[config.mk]
export PLATFORM = sky130hd
export DESIGN_NAME = usb_rx_top
export DESIGN_NICKNAME = d
export VERILOG_FILES = /design/src/logic/usb_rx_pkg.sv /design/src/logic/usb_rx_top.sv /design/src/logic/usb_rx_wb.sv /design/src/logic/rx_fifo.sv /design/src/logic/rx_byte_assembler.sv /design/src/logic/rx_decoder.sv /design/src/logic/rx_timer.sv /design/src/logic/flex_counter.sv
export SDC_FILE = /design/constraint.sdc
export NUM_CORES = 1
export LEC_CHECK = 0
export BUFFER_PORTS_ARGS = -buffer_cell sky130_fd_sc_hd__buf_2
export CORE_MARGIN = 4
export CORE_UTILIZATION = 57
export DETAILED_ROUTE_END_ITERATION = 8
export GPL_ROUTABILITY_DRIVEN = 0
export HOLD_SLACK_MARGIN = 0.08
export MAX_ROUTING_LAYER = met4
export PLACE_DENSITY = 0.76
export SLEW_MARGIN = 0
export SYNTH_ARGS = -nofsm -noshare
export SYNTH_HDL_FRONTEND = slang
export SYNTH_HIERARCHICAL = 1
export SYNTH_SLANG_ARGS = --single-unit
export TNS_END_PERCENT = 5
[constraint.sdc]
create_clock -name clk -period 7.9 [get_ports clk]
set_input_delay 1.58 -clock clk [delete_from_list [all_inputs] [get_ports clk]]
set_output_delay 1.58 -clock clk [all_outputs]
set_load 0.1 [all_outputs]
[src/logic/usb_rx_pkg.sv]
// USB full-speed receive path: shared constants, line/bit/entry structs and Wishbone types
package usb_rx_pkg;

  // Timer
  localparam logic [3:0] clks_per_bit   = 4'd8;   // Bit-period counter rollover
  localparam logic [5:0] stretch_period = 6'd25;  // One stall clock per 25, so 3 bits per 25

  // Decoder and assembler
  localparam logic [2:0] stuff_limit = 3'd6;     // Ones before a stuffed zero
  localparam logic [7:0] sync_byte   = 8'h80;    // SYNC after NRZI decode, LSB first

  // FIFO
  localparam int fifo_depth = 16;
  localparam int fifo_aw    = 4;

  // Wishbone word addresses
  localparam logic [1:0] reg_data   = 2'd0;
  localparam logic [1:0] reg_status = 2'd1;

  typedef struct packed {
    logic strobe;  // Mid-bit sample pulse
    logic dp;
    logic dm;
  } line_sample_t;

  typedef struct packed {
    logic valid;
    logic data;
    logic eop;
    logic err;
  } dec_bit_t;

  typedef enum logic [1:0] {
    kind_empty = 2'd0,
    kind_data  = 2'd1,
    kind_end   = 2'd2,
    kind_err   = 2'd3
  } entry_kind_t;

  typedef struct packed {
    entry_kind_t kind;
    logic        sop;
    logic [7:0]  data;
  } rx_entry_t;

  typedef struct packed {
    logic        cyc;
    logic        stb;
    logic        we;
    logic [1:0]  adr;
    logic [31:0] dat;
  } wb_req_t;

  typedef struct packed {
    logic        ack;
    logic [31:0] dat;
  } wb_rsp_t;

endpackage
[src/logic/usb_rx_top.sv]
// USB full-speed receive path top level chaining timer, decoder, assembler, FIFO and bus slave
`timescale 1ns/1ps

module usb_rx_top import usb_rx_pkg::*; (
  input  logic    clk,
  input  logic    n_rst,
  input  logic    d_plus,
  input  logic    d_minus,
  input  wb_req_t wb_req,
  output wb_rsp_t wb_rsp
);

  line_sample_t     line;
  dec_bit_t         dbit;
  rx_entry_t        entry;
  rx_entry_t        head;
  logic             push;
  logic             pop;
  logic             clear_overflow;
  logic             overflow;
  logic [fifo_aw:0] count;

  rx_timer timer_i (
    .clk    (clk),
    .n_rst  (n_rst),
    .d_plus (d_plus),
    .d_minus(d_minus),
    .line   (line)
  );

  rx_decoder decoder_i (
    .clk  (clk),
    .n_rst(n_rst),
    .line (line),
    .dbit (dbit)
  );

  rx_byte_assembler assembler_i (
    .clk  (clk),
    .n_rst(n_rst),
    .dbit (dbit),
    .entry(entry),
    .push (push)
  );

  rx_fifo fifo_i (
    .clk           (clk),
    .n_rst         (n_rst),
    .push          (push),
    .pop           (pop),
    .clear_overflow(clear_overflow),
    .wr_entry      (entry),
    .head          (head),
    .count         (count),
    .overflow      (overflow)
  );

  usb_rx_wb wb_i (
    .clk           (clk),
    .n_rst         (n_rst),
    .req           (wb_req),
    .rsp           (wb_rsp),
    .head          (head),
    .count         (count),
    .overflow      (overflow),
    .pop           (pop),
    .clear_overflow(clear_overflow)
  );

endmodule

[src/logic/usb_rx_wb.sv]
// Wishbone classic slave with data pop register and status register
`timescale 1ns/1ps

module usb_rx_wb import usb_rx_pkg::*; (
  input  logic             clk,
  input  logic             n_rst,
  input  wb_req_t          req,
  output wb_rsp_t          rsp,
  input  rx_entry_t        head,
  input  logic [fifo_aw:0] count,
  input  logic             overflow,
  output logic             pop,
  output logic             clear_overflow
);

  logic        ack;
  logic [31:0] rd_data;

  // Single-cycle ack, one clock after cyc and stb are first seen
  always_ff @(posedge clk, negedge n_rst) begin
    if (!n_rst) begin
      ack <= 1'b0;
    end else begin
      ack <= req.cyc && req.stb && !ack;
    end
  end

  always_comb begin
    rd_data = '0;
    case (req.adr)
      reg_data:   rd_data = {21'b0, head};
      reg_status: rd_data = {23'b0, overflow, 3'b0, count};
      default:    rd_data = '0;
    endcase
  end

  // Head is stable through the ack cycle, the pop lands after it
  assign pop = ack && !req.we && (req.adr == reg_data) && (head.kind != kind_empty);
  assign clear_overflow = ack && req.we && (req.adr == reg_status) && req.dat[8];

  assign rsp.ack = ack;
  assign rsp.dat = rd_data;

endmodule

[src/logic/rx_fifo.sv]
// 16-entry receive FIFO of tagged entries with sticky overflow flag
`timescale 1ns/1ps

module rx_fifo import usb_rx_pkg::*; (
  input  logic             clk,
  input  logic             n_rst,
  input  logic             push,
  input  logic             pop,
  input  logic             clear_overflow,
  input  rx_entry_t        wr_entry,
  output rx_entry_t        head,
  output logic [fifo_aw:0] count,
  output logic             overflow
);

  rx_entry_t            mem [fifo_depth];
  logic [fifo_aw-1:0]   wr_ptr;
  logic [fifo_aw-1:0]   rd_ptr;
  logic                 full;
  logic                 do_push;
  logic                 do_pop;

  assign full    = (count == (fifo_aw + 1)'(fifo_depth));
  assign do_push = push && !full;
  assign do_pop  = pop && (count != '0);

  always_ff @(posedge clk, negedge n_rst) begin
    if (!n_rst) begin
      wr_ptr   <= '0;
      rd_ptr   <= '0;
      count    <= '0;
      overflow <= 1'b0;
    end else begin
      if (do_push) wr_ptr <= wr_ptr + 1'b1;
      if (do_pop)  rd_ptr <= rd_ptr + 1'b1;
      count <= count + (fifo_aw + 1)'(do_push) - (fifo_aw + 1)'(do_pop);
      if (push && full) begin
        overflow <= 1'b1;  // Set wins over clear
      end else if (clear_overflow) begin
        overflow <= 1'b0;
      end
    end
  end

  always_ff @(posedge clk) begin
    if (do_push) mem[wr_ptr] <= wr_entry;
  end

  assign head = (count == '0) ? '{kind: kind_empty, sop: 1'b0, data: 8'h00} : mem[rd_ptr];

endmodule

[src/logic/rx_byte_assembler.sv]
// SYNC hunt, LSB-first byte packing and packet framing into tagged FIFO entries
`timescale 1ns/1ps

module rx_byte_assembler import usb_rx_pkg::*; (
  input  logic      clk,
  input  logic      n_rst,
  input  dec_bit_t  dbit,
  output rx_entry_t entry,
  output logic      push
);

  typedef enum logic {
    st_hunt,
    st_data
  } asm_state_t;

  asm_state_t state, state_n;
  logic [7:0] sh, sh_n, sh_next;
  logic [2:0] cnt, cnt_n;
  logic       first, first_n;
  logic       push_n;
  rx_entry_t  entry_n;

  assign sh_next = {dbit.data, sh[7:1]};  // New bit enters at the top

  always_comb begin
    state_n = state;
    sh_n    = sh;
    cnt_n   = cnt;
    first_n = first;
    push_n  = 1'b0;
    entry_n = '{kind: kind_data, sop: first, data: sh_next};
    case (state)
      st_hunt: begin
        if (dbit.valid) begin
          if (sh_next == sync_byte) begin
            state_n = st_data;
            sh_n    = '1;
            cnt_n   = '0;
            first_n = 1'b1;
          end else begin
            sh_n = sh_next;
          end
        end
      end
      st_data: begin
        if (dbit.valid) begin
          sh_n  = sh_next;
          cnt_n = cnt + 1'b1;
          if (cnt == 3'd7) begin
            push_n  = 1'b1;
            first_n = 1'b0;
          end
        end else if (dbit.eop || dbit.err) begin
          push_n       = 1'b1;
          entry_n.kind = (dbit.eop && (cnt == '0)) ? kind_end : kind_err;
          entry_n.sop  = 1'b0;
          entry_n.data = '0;
          state_n      = st_hunt;
          sh_n         = '1;  // No stale bits for the next hunt
        end
      end
      default: state_n = st_hunt;
    endcase
  end

  always_ff @(posedge clk, negedge n_rst) begin
    if (!n_rst) begin
      state <= st_hunt;
      sh    <= '1;
      cnt   <= '0;
      first <= 1'b0;
      push  <= 1'b0;
    end else begin
      state <= state_n;
      sh    <= sh_n;
      cnt   <= cnt_n;
      first <= first_n;
      push  <= push_n;
    end
  end

  always_ff @(posedge clk) begin
    entry <= entry_n;
  end

endmodule

[src/logic/rx_decoder.sv]
// NRZI decoder with bit-stuff removal, stuff error and end-of-packet detection
`timescale 1ns/1ps

module rx_decoder import usb_rx_pkg::*; (
  input  logic         clk,
  input  logic         n_rst,
  input  line_sample_t line,
  output dec_bit_t     dbit
);

  logic       is_j;
  logic       is_se0;
  logic       same;
  logic       prev_j;    // Previous non-SE0 level was J
  logic       se0_seen;
  logic [2:0] ones;      // All ones means outside a packet, stuffing not checked

  always_comb begin
    is_j   = line.dp && !line.dm;
    is_se0 = !line.dp && !line.dm;
    same   = (is_j == prev_j);
  end

  always_ff @(posedge clk, negedge n_rst) begin
    if (!n_rst) begin
      prev_j   <= 1'b1;
      se0_seen <= 1'b0;
      ones     <= '1;
      dbit     <= '0;
    end else begin
      dbit <= '0;
      if (line.strobe) begin
        if (is_se0) begin
          se0_seen <= 1'b1;
        end else if (se0_seen) begin
          se0_seen  <= 1'b0;
          prev_j    <= is_j;
          ones      <= '1;
          dbit.eop  <= is_j;
          dbit.err  <= !is_j;  // SE0 then K is not a valid end
        end else begin
          prev_j <= is_j;
          if (ones == stuff_limit) begin
            // Change here is the stuffed zero and is dropped
            ones     <= same ? '1 : '0;
            dbit.err <= same;
          end else begin
            dbit.valid <= 1'b1;
            dbit.data  <= same;
            if (!same) begin
              ones <= '0;
            end else if (ones != '1) begin
              ones <= ones + 1'b1;
            end
          end
        end
      end
    end
  end

endmodule

[src/logic/rx_timer.sv]
// Line synchronizer, edge detector and mid-bit sample strobe generator
`timescale 1ns/1ps

module rx_timer import usb_rx_pkg::*; (
  input  logic         clk,
  input  logic         n_rst,
  input  logic         d_plus,
  input  logic         d_minus,
  output line_sample_t line
);

  typedef enum logic [2:0] {
    st_idle,
    st_clear,
    st_wait,
    st_fire,
    st_run
  } timer_state_t;

  timer_state_t state, state_n;

  logic dp_meta, dm_meta;
  logic dp_sync, dm_sync;
  logic dp_last, dm_last;
  logic edge_seen;
  logic clear;
  logic count_enable;
  logic enable_bit;
  logic skip_flag;
  logic bit_flag;

  // Reset to J so an idle line gives no edge
  always_ff @(posedge clk, negedge n_rst) begin
    if (!n_rst) begin
      dp_meta <= 1'b1;
      dm_meta <= 1'b0;
      dp_sync <= 1'b1;
      dm_sync <= 1'b0;
      dp_last <= 1'b1;
      dm_last <= 1'b0;
      state   <= st_idle;
    end else begin
      dp_meta <= d_plus;
      dm_meta <= d_minus;
      dp_sync <= dp_meta;
      dm_sync <= dm_meta;
      dp_last <= dp_sync;
      dm_last <= dm_sync;
      state   <= state_n;
    end
  end

  assign edge_seen = (dp_sync != dp_last) || (dm_sync != dm_last);

  always_comb begin
    state_n = state;
    case (state)
      st_clear: state_n = st_wait;
      st_wait:  state_n = st_fire;
      st_fire:  state_n = st_run;
      default:  state_n = state;
    endcase
    if (edge_seen) begin
      state_n = st_clear;  // Resync on every transition
    end
  end

  assign clear        = (state == st_clear);
  assign count_enable = (state == st_fire) || (state == st_run);
  assign enable_bit   = count_enable && !skip_flag;

  flex_counter #(.num_cnt_bits(6)) stretch_cnt_i (
    .clk          (clk),
    .n_rst        (n_rst),
    .clear        (clear),
    .count_enable (count_enable),
    .rollover_val (stretch_period),
    .rollover_flag(skip_flag)
  );

  flex_counter #(.num_cnt_bits(4)) bit_cnt_i (
    .clk          (clk),
    .n_rst        (n_rst),
    .clear        (clear),
    .count_enable (enable_bit),
    .rollover_val (clks_per_bit),
    .rollover_flag(bit_flag)
  );

  // Strobe only when the bit counter actually wraps, so a stall cannot double it
  assign line.strobe = !edge_seen &&
                       ((state == st_fire) || ((state == st_run) && bit_flag && enable_bit));
  assign line.dp = dp_sync;
  assign line.dm = dm_sync;

endmodule

[src/logic/flex_counter.sv]
// Up counter with programmable rollover value, synchronous clear and rollover flag
`timescale 1ns/1ps

module flex_counter #(
  parameter int num_cnt_bits = 4
) (
  input  logic                    clk,
  input  logic                    n_rst,
  input  logic                    clear,
  input  logic                    count_enable,
  input  logic [num_cnt_bits-1:0] rollover_val,
  output logic                    rollover_flag
);

  logic [num_cnt_bits-1:0] count;

  always_ff @(posedge clk, negedge n_rst) begin
    if (!n_rst) begin
      count <= '0;
    end else if (clear) begin
      count <= '0;
    end else if (count_enable) begin
      if (count == rollover_val) begin
        count <= num_cnt_bits'(1);  // Wraps to 1, not 0
      end else begin
        count <= count + 1'b1;
      end
    end
  end

  assign rollover_flag = (count == rollover_val);

endmodule

==> metrics.txt, run 1 <==
CP startpoint fifo_i/rd_ptr[3]$_DFFE_PN0P_; Async SR Flop Fraction 0.230; Cell variety after synth 72; max-cap viol count 0; most common cell after layout, fill and taps aside edfxtp_1; VDD IR-drop max 225 uV; average wire per standard cell 21.0 um; hold_buf cts 0; Synth Area per Inst 16.1 um^2; Antenna Cells 0; Area Growth Syn to Fin 9.50%; Longest Clk Path Bufs 3; Post-Synthesis Cells 662; reg2reg setup slack 3.26 ns; area leader, netlist edfxtp_1; Die H 145 um; DR vias 5492; row count 49; CTS clk-pin slew, worst paths 0.06 ns; Post-DP HPWL 12.5 mm; Internal 2560 uW; drt via density 5.82; WS Path Type reg2out; Yosys reg bits 243; sequential share of power 0.484; PD cells 315 nW/um^2; ANT nets after route 0; Hold Fails Final Rpt 0; Die Area 20900 um^2; initial antenna violation count 0; starting density of the core 0.586; placed insts 900; fraction of power consumed by combinational cells 0.215; reg-to-reg startpoint fifo_i/rd_ptr[3]$_DFFE_PN0P_; first-pass GRT wire length 31.3 mm; Clock Latency Late Sink 0.51 ns; PortBufs 21; Core ar. 18100 um^2; post-CTS sizing 0; clock sinks 243; unrepaired setup endpoints after global routing false; H-tree depth 1; top cell type's share of synthesized area 0.497; Non-Filler Instances 943; Iter 0 DRT Violations 363; NumNets Final 759; outcome finished, final reports clean; post-layout util 0.642; Ports 74; maximum clock rate 0.189 GHz; pre-CTS WS 3.15 ns; total leakage power 0.00417 uW; switch share 0.304; Yosys warnings 6; Top FF cell, synth edfxtp_1; Critical Path Fanout Max 25; Crit. End Element output port; Clock Root Buffer clkbuf_16; largest net degree at the start of global routing 57; critical path data required time 6.32 ns; vias in the first global route 5601; final count of negative-setup-slack endpoints 0; First-pass DRT Iterations 4; TritonCTS clock tree yes; cts bufs inserted 25; # fillers 1247; GRT overflow 0; Setup TNS 0 ns; Hold Path Class reg2reg; Worst Path Arrival 3.70 ns; fin crit share 0.668; reg2reg end fifo_i/count[4]$_DFF_PN0_; layout cells sized above 1 0.256; chip width 145 um; worst slew pin tran 1.17 ns; Post-synth EDFFs 176; post-CTS setup buffer count 0; GRT Overall Usage 0.201; relative slew slack 0.221; Clk pwr share 0.301; sequential fraction of the synthesis area 0.651; fin. max-slew vios 0; synth top area cells edfxtp_1, dfrtp_1, mux4_2, dfstp_2, ha_1; NetSw 1120 uW; final worst slack 2.62 ns; Worst Skew 0.0210 ns; crit path capture wb_rsp[1]; R2R cell count 14; Detailed Route WL 19.8 mm; CP startpoint kind flop; highest-count cells in the layout ignoring fill and taps edfxtp_1, inv_1, dfrtp_1; DRC Markers 0; Tmin final 5.28 ns; post-synthesis instance area 10600 um^2
==> synthesized netlist by cell type (all sizes together), types with 4 or more instances <==
cell	count
edfxtp	176
inv	48
mux4	44
buf	42
dfrtp	42
nor2	32
nand2	29
and2	24
ha	19
xnor2	16
dfstp	14
mux2	13
dfxtp	11
mux2i	11
o221ai	11
xor2	10
a21oi	9
o21ai	9
clkbuf	8
nand3	7
nand2b	6
nor2b	6
o221a	6
or2	6
nor4	5
o21a	5
a21o	4
nor3b	4
o32ai	4
==> area by class of cell <==
cell class,instances,area (um^2),area share
clock buffers,34,659,0.0566
clock inverters,9,101,0.00870
inverters,48,180,0.0155
multi-input cells,349,3320,0.285
flip-flops and latches,243,6930,0.595
well taps,229,287,0.0246
repair buffers,31,180,0.0155
==> power groups by stage <==
stage          combinational [uW]  clock, uW  sequential, uW
3_3_place_gp                  757          0            1780
6_report                      790       1110            1780
5_1_grt                       853       1190            1810
2_1_floorplan                 759          0            1670
4_1_cts                       793       1130            1780
3_5_place_dp                  783          0            1800
==> per-layer routing <==
metal  vias to the layer above  GRT usage  wire length [um]
li1                       2487          -                 -
met5                         -          -                 0
met1                      2829      0.269              8260
met2                       146      0.330             10200
met4                         0     0.0442               368
met3                        30     0.0341               924
==> kinds of logic after synthesis <==
logic type | Yosys count | share of synthesized area
muxes | 68 | 0.120
DFF | 243 | 0.651
buffers and inverters | 98 | 0.0497
xor gates and xnor gates | 26 | 0.0214
adders and majority gates | 20 | 0.0242
and+or+nand+nor | 138 | 0.0754
other | 3 | 0.00106
AOI/OAI and AO/OA | 66 | 0.0574
==> how the worst min path moves through the flow <==
stage | start | to | slack [ns] | cells after the start
finish | timer_i/dm_meta$_DFF_PN0_ | timer_i/dm_sync$_DFF_PN0_ | 0.36 | 0
global route | timer_i/dp_meta$_DFF_PN1_ | timer_i/dp_sync$_DFF_PN1_ | 0.36 | 0
CTS | timer_i/dp_meta$_DFF_PN1_ | timer_i/dp_sync$_DFF_PN1_ | 0.36 | 0
detailed placement | timer_i/dm_meta$_DFF_PN0_ | timer_i/dm_sync$_DFF_PN0_ | 0.34 | 0
global placement | timer_i/dm_meta$_DFF_PN0_ | timer_i/dm_sync$_DFF_PN0_ | 0.33 | 0
floorplan | timer_i/dm_meta$_DFF_PN0_ | timer_i/dm_sync$_DFF_PN0_ | 0.33 | 0
==> through the flow <==
stage	total power (uW)	hold slack, ns	area (um^2)
after floorplan	2420	0.331	10700
after global placement	2540	0.335	10900
after detailed placement	2590	0.344	10900
after CTS	3700	0.357	11700
after global routing	3850	0.357	11700
final	3670	0.355	11700
==> critical path, cell delays in order, from the launching register on <==
cell      delay (ns)
dfrtp_1         1.11
nand3_1         0.89
o221ai_2        0.47
mux2i_1         0.13
nor2_1          0.12
buf_2           0.45
==> flip-flops by register name, summed over array words and instances, names as in the netlist, 3 cells and up <==
name                         cells
fifo_i/mem                     176
assembler_i/entry               11
assembler_i/sh                   7
timer_i/stretch_cnt_i/count      6
fifo_i/count                     5
decoder_i/dbit                   4
fifo_i/rd_ptr                    4
fifo_i/wr_ptr                    4
timer_i/bit_cnt_i/count          4
assembler_i/cnt                  3
decoder_i/ones                   3
timer_i/state                    3
(Power assumes the default switching activity.)
==> inputs of run 2 (changes only) <==
--- a/config.mk
+++ b/config.mk
@@ -7,12 +7,12 @@
 export LEC_CHECK = 0
 export BUFFER_PORTS_ARGS = -buffer_cell sky130_fd_sc_hd__buf_2
 export CORE_MARGIN = 4
-export CORE_UTILIZATION = 57
+export CORE_UTILIZATION = 54
 export DETAILED_ROUTE_END_ITERATION = 8
 export GPL_ROUTABILITY_DRIVEN = 0
 export HOLD_SLACK_MARGIN = 0.08
 export MAX_ROUTING_LAYER = met4
-export PLACE_DENSITY = 0.76
+export PLACE_DENSITY = 0.75
 export SLEW_MARGIN = 0
 export SYNTH_ARGS = -nofsm -noshare
 export SYNTH_HDL_FRONTEND = slang
==> constraint.sdc (replaced) <==
create_clock -name clk -period 4.3 [get_ports clk]
set_input_delay 0.86 -clock clk [delete_from_list [all_inputs] [get_ports clk]]
set_output_delay 0.86 -clock clk [all_outputs]
set_load 0.1 [all_outputs]
==> run 2 against run 1 <==
- non-clock buffer count up 8
- combinational power up 95%
- worst setup slack worse by 2.4 ns
- via count down 0.91%
- critical endpoint is now wb_rsp[0]
- highest routed layer unchanged
- cell area up 1.4%
- wire length down 2.0%
- sequential share of layout area down 0.84 points
- sequential cell count unchanged
- worst hold slack better by 0.00059 ns
- clock skew about the same
- clock-buffer cell count down 3
- die area up 5.2%
==> metrics.txt, run 2 (synthesis results as in run 1) <==
worst slew pin tran 1.06 ns; Area Growth Syn to Fin 11.1%; final count of negative-setup-slack endpoints 0; Core ar. 19400 um^2; initial antenna violation count 0; unrepaired setup endpoints after global routing false; VDD IR-drop max 316 uV; average wire per standard cell 19.6 um; highest-count cells in the layout ignoring fill and taps edfxtp_1, inv_1, dfrtp_1; Internal 4790 uW; Antenna Cells 0; Post-DP HPWL 12.6 mm; first-pass GRT wire length 31.1 mm; vias in the first global route 5737; max-cap viol count 0; Clk pwr share 0.309; Tmin final 4.07 ns; total leakage power 0.00424 uW; DR vias 5442; GRT Overall Usage 0.186; cts bufs inserted 25; maximum clock rate 0.246 GHz; NumNets Final 767; hold_buf cts 0; GRT overflow 0; fin crit share 0.947; H-tree depth 1; WS Path Type reg2out; ANT nets after route 0; drt via density 5.50; Longest Clk Path Bufs 3; Die H 148 um; # fillers 1428; Clock Root Buffer clkbuf_16; fin. max-slew vios 0; outcome finished, final reports clean; Hold Fails Final Rpt 0; Critical Path Fanout Max 31; Hold Path Class reg2reg; Crit. End Element output port; Die Area 22000 um^2; Worst Skew 0.0209 ns; chip width 148 um; Non-Filler Instances 990; relative slew slack 0.289; TritonCTS clock tree yes; max reg flops 176; Worst Path Arrival 3.21 ns; clock sinks 243; Ports 74; largest net degree at the start of global routing 37; CTS clk-pin slew, worst paths 0.06 ns; post-CTS setup buffer count 0; switch share 0.300; Clock Latency Late Sink 0.52 ns; fraction of power consumed by combinational cells 0.225; largest register by flop count fifo_i/mem; Iter 0 DRT Violations 313; row count 51; sequential share of power 0.466; Largest regs fifo_i/mem x176, assembler_i/entry x11, assembler_i/sh x7; critical path data required time 3.44 ns; DRC Markers 0; Detailed Route WL 19.4 mm; First-pass DRT Iterations 4; starting density of the core 0.549; Setup TNS 0 ns; most common cell after layout, fill and taps aside edfxtp_1; PD cells 579 nW/um^2; layout cells sized above 1 0.272; NetSw 2060 uW; CP startpoint kind flop; placed insts 944; PortBufs 21
==> run 2: cell count changes in the layout (fill, tap and decap cells not counted), sizes merged <==
cell,before,now
buf,31,39
clkbuf,34,31
clkinv,6,10
clkinvlp,1,2
inv,48,49
==> run 2: layout make-up <==
class | instances | area [um^2] | share of cell area
Clock buffer | 31 | 689 | 0.0583
Inverter | 48 | 180 | 0.0152
Multi-Input combinational cell | 349 | 3320 | 0.281
Clock inverter | 15 | 130 | 0.0110
Tap cell | 265 | 332 | 0.0281
Timing Repair Buffer | 39 | 244 | 0.0206
Sequential cell | 243 | 6930 | 0.586
==> run 2: final timing paths <==
check	depth (start not counted)	endpoint	slack [ns]	start
hold reg to reg	0	timer_i/dp_sync$_DFF_PN1_	0.36	timer_i/dp_meta$_DFF_PN1_
setup / recovery	8	wb_rsp[0]	0.23	fifo_i/rd_ptr[1]$_DFFE_PN0P_
min in group asynchronous	1	timer_i/dm_last$_DFF_PN0_	0.46	n_rst
max in group asynchronous	2	timer_i/stretch_cnt_i/count[2]$_DFFE_PN0P_	3.03	n_rst
hold / removal	0	timer_i/dp_sync$_DFF_PN1_	0.36	timer_i/dp_meta$_DFF_PN1_
setup reg to reg	18	fifo_i/count[4]$_DFF_PN0_	0.41	fifo_i/count[2]$_DFF_PN0_
==> run 2: power groups by stage <==
stage	clock [uW]	combinational, uW	sequential (uW)
floorplan	0	1400	3060
global placement	0	1500	3210
detailed placement	0	1540	3240
CTS	2150	1550	3200
global route	2260	1660	3240
finish	2120	1540	3190
==> run 2: critical path, cell delays in order, from the launching register on <==
cell and delay (ns):
dfrtp_2 0.63, buf_6 0.39, mux4_1 0.63, mux2_2 0.30, nand2_1 0.09, o221ai_2 0.11
mux2i_1 0.16, nor2_1 0.06, buf_2 0.30
==> run 2: per-layer routing <==
layer | wire, um | track usage | vias up
li1 | - | - | 2511
met4 | 319 | 0.0416 | 0
met2 | 10000 | 0.313 | 84
met1 | 8330 | 0.247 | 2816
met5 | 0 | - | -
met3 | 673 | 0.0256 | 31
==> run 2: what timing repair did <==
| action | CTS | global route |
|---|---|---|
| gates resized for setup | 0 | 1 |
| endpoints found under the hold margin | 0 | 0 |
| setup endpoints to repair | 0 | 5 |
==> run 2: through the flow <==
stage / util / setup slack, ns / hold WS, ns / total power, uW / cell area, um^2
after floorplan: - / 0.792 / 0.331 / 4460 / 10700
after global placement: 0.567 / 0.442 / 0.339 / 4710 / 11000
after detailed placement: 0.567 / 0.401 / 0.348 / 4790 / 11000
after CTS: 0.609 / 0.0422 / 0.357 / 6900 / 11800
after global routing: 0.609 / 0.0395 / 0.363 / 7160 / 11800
final: 0.609 / 0.227 / 0.356 / 6840 / 11800
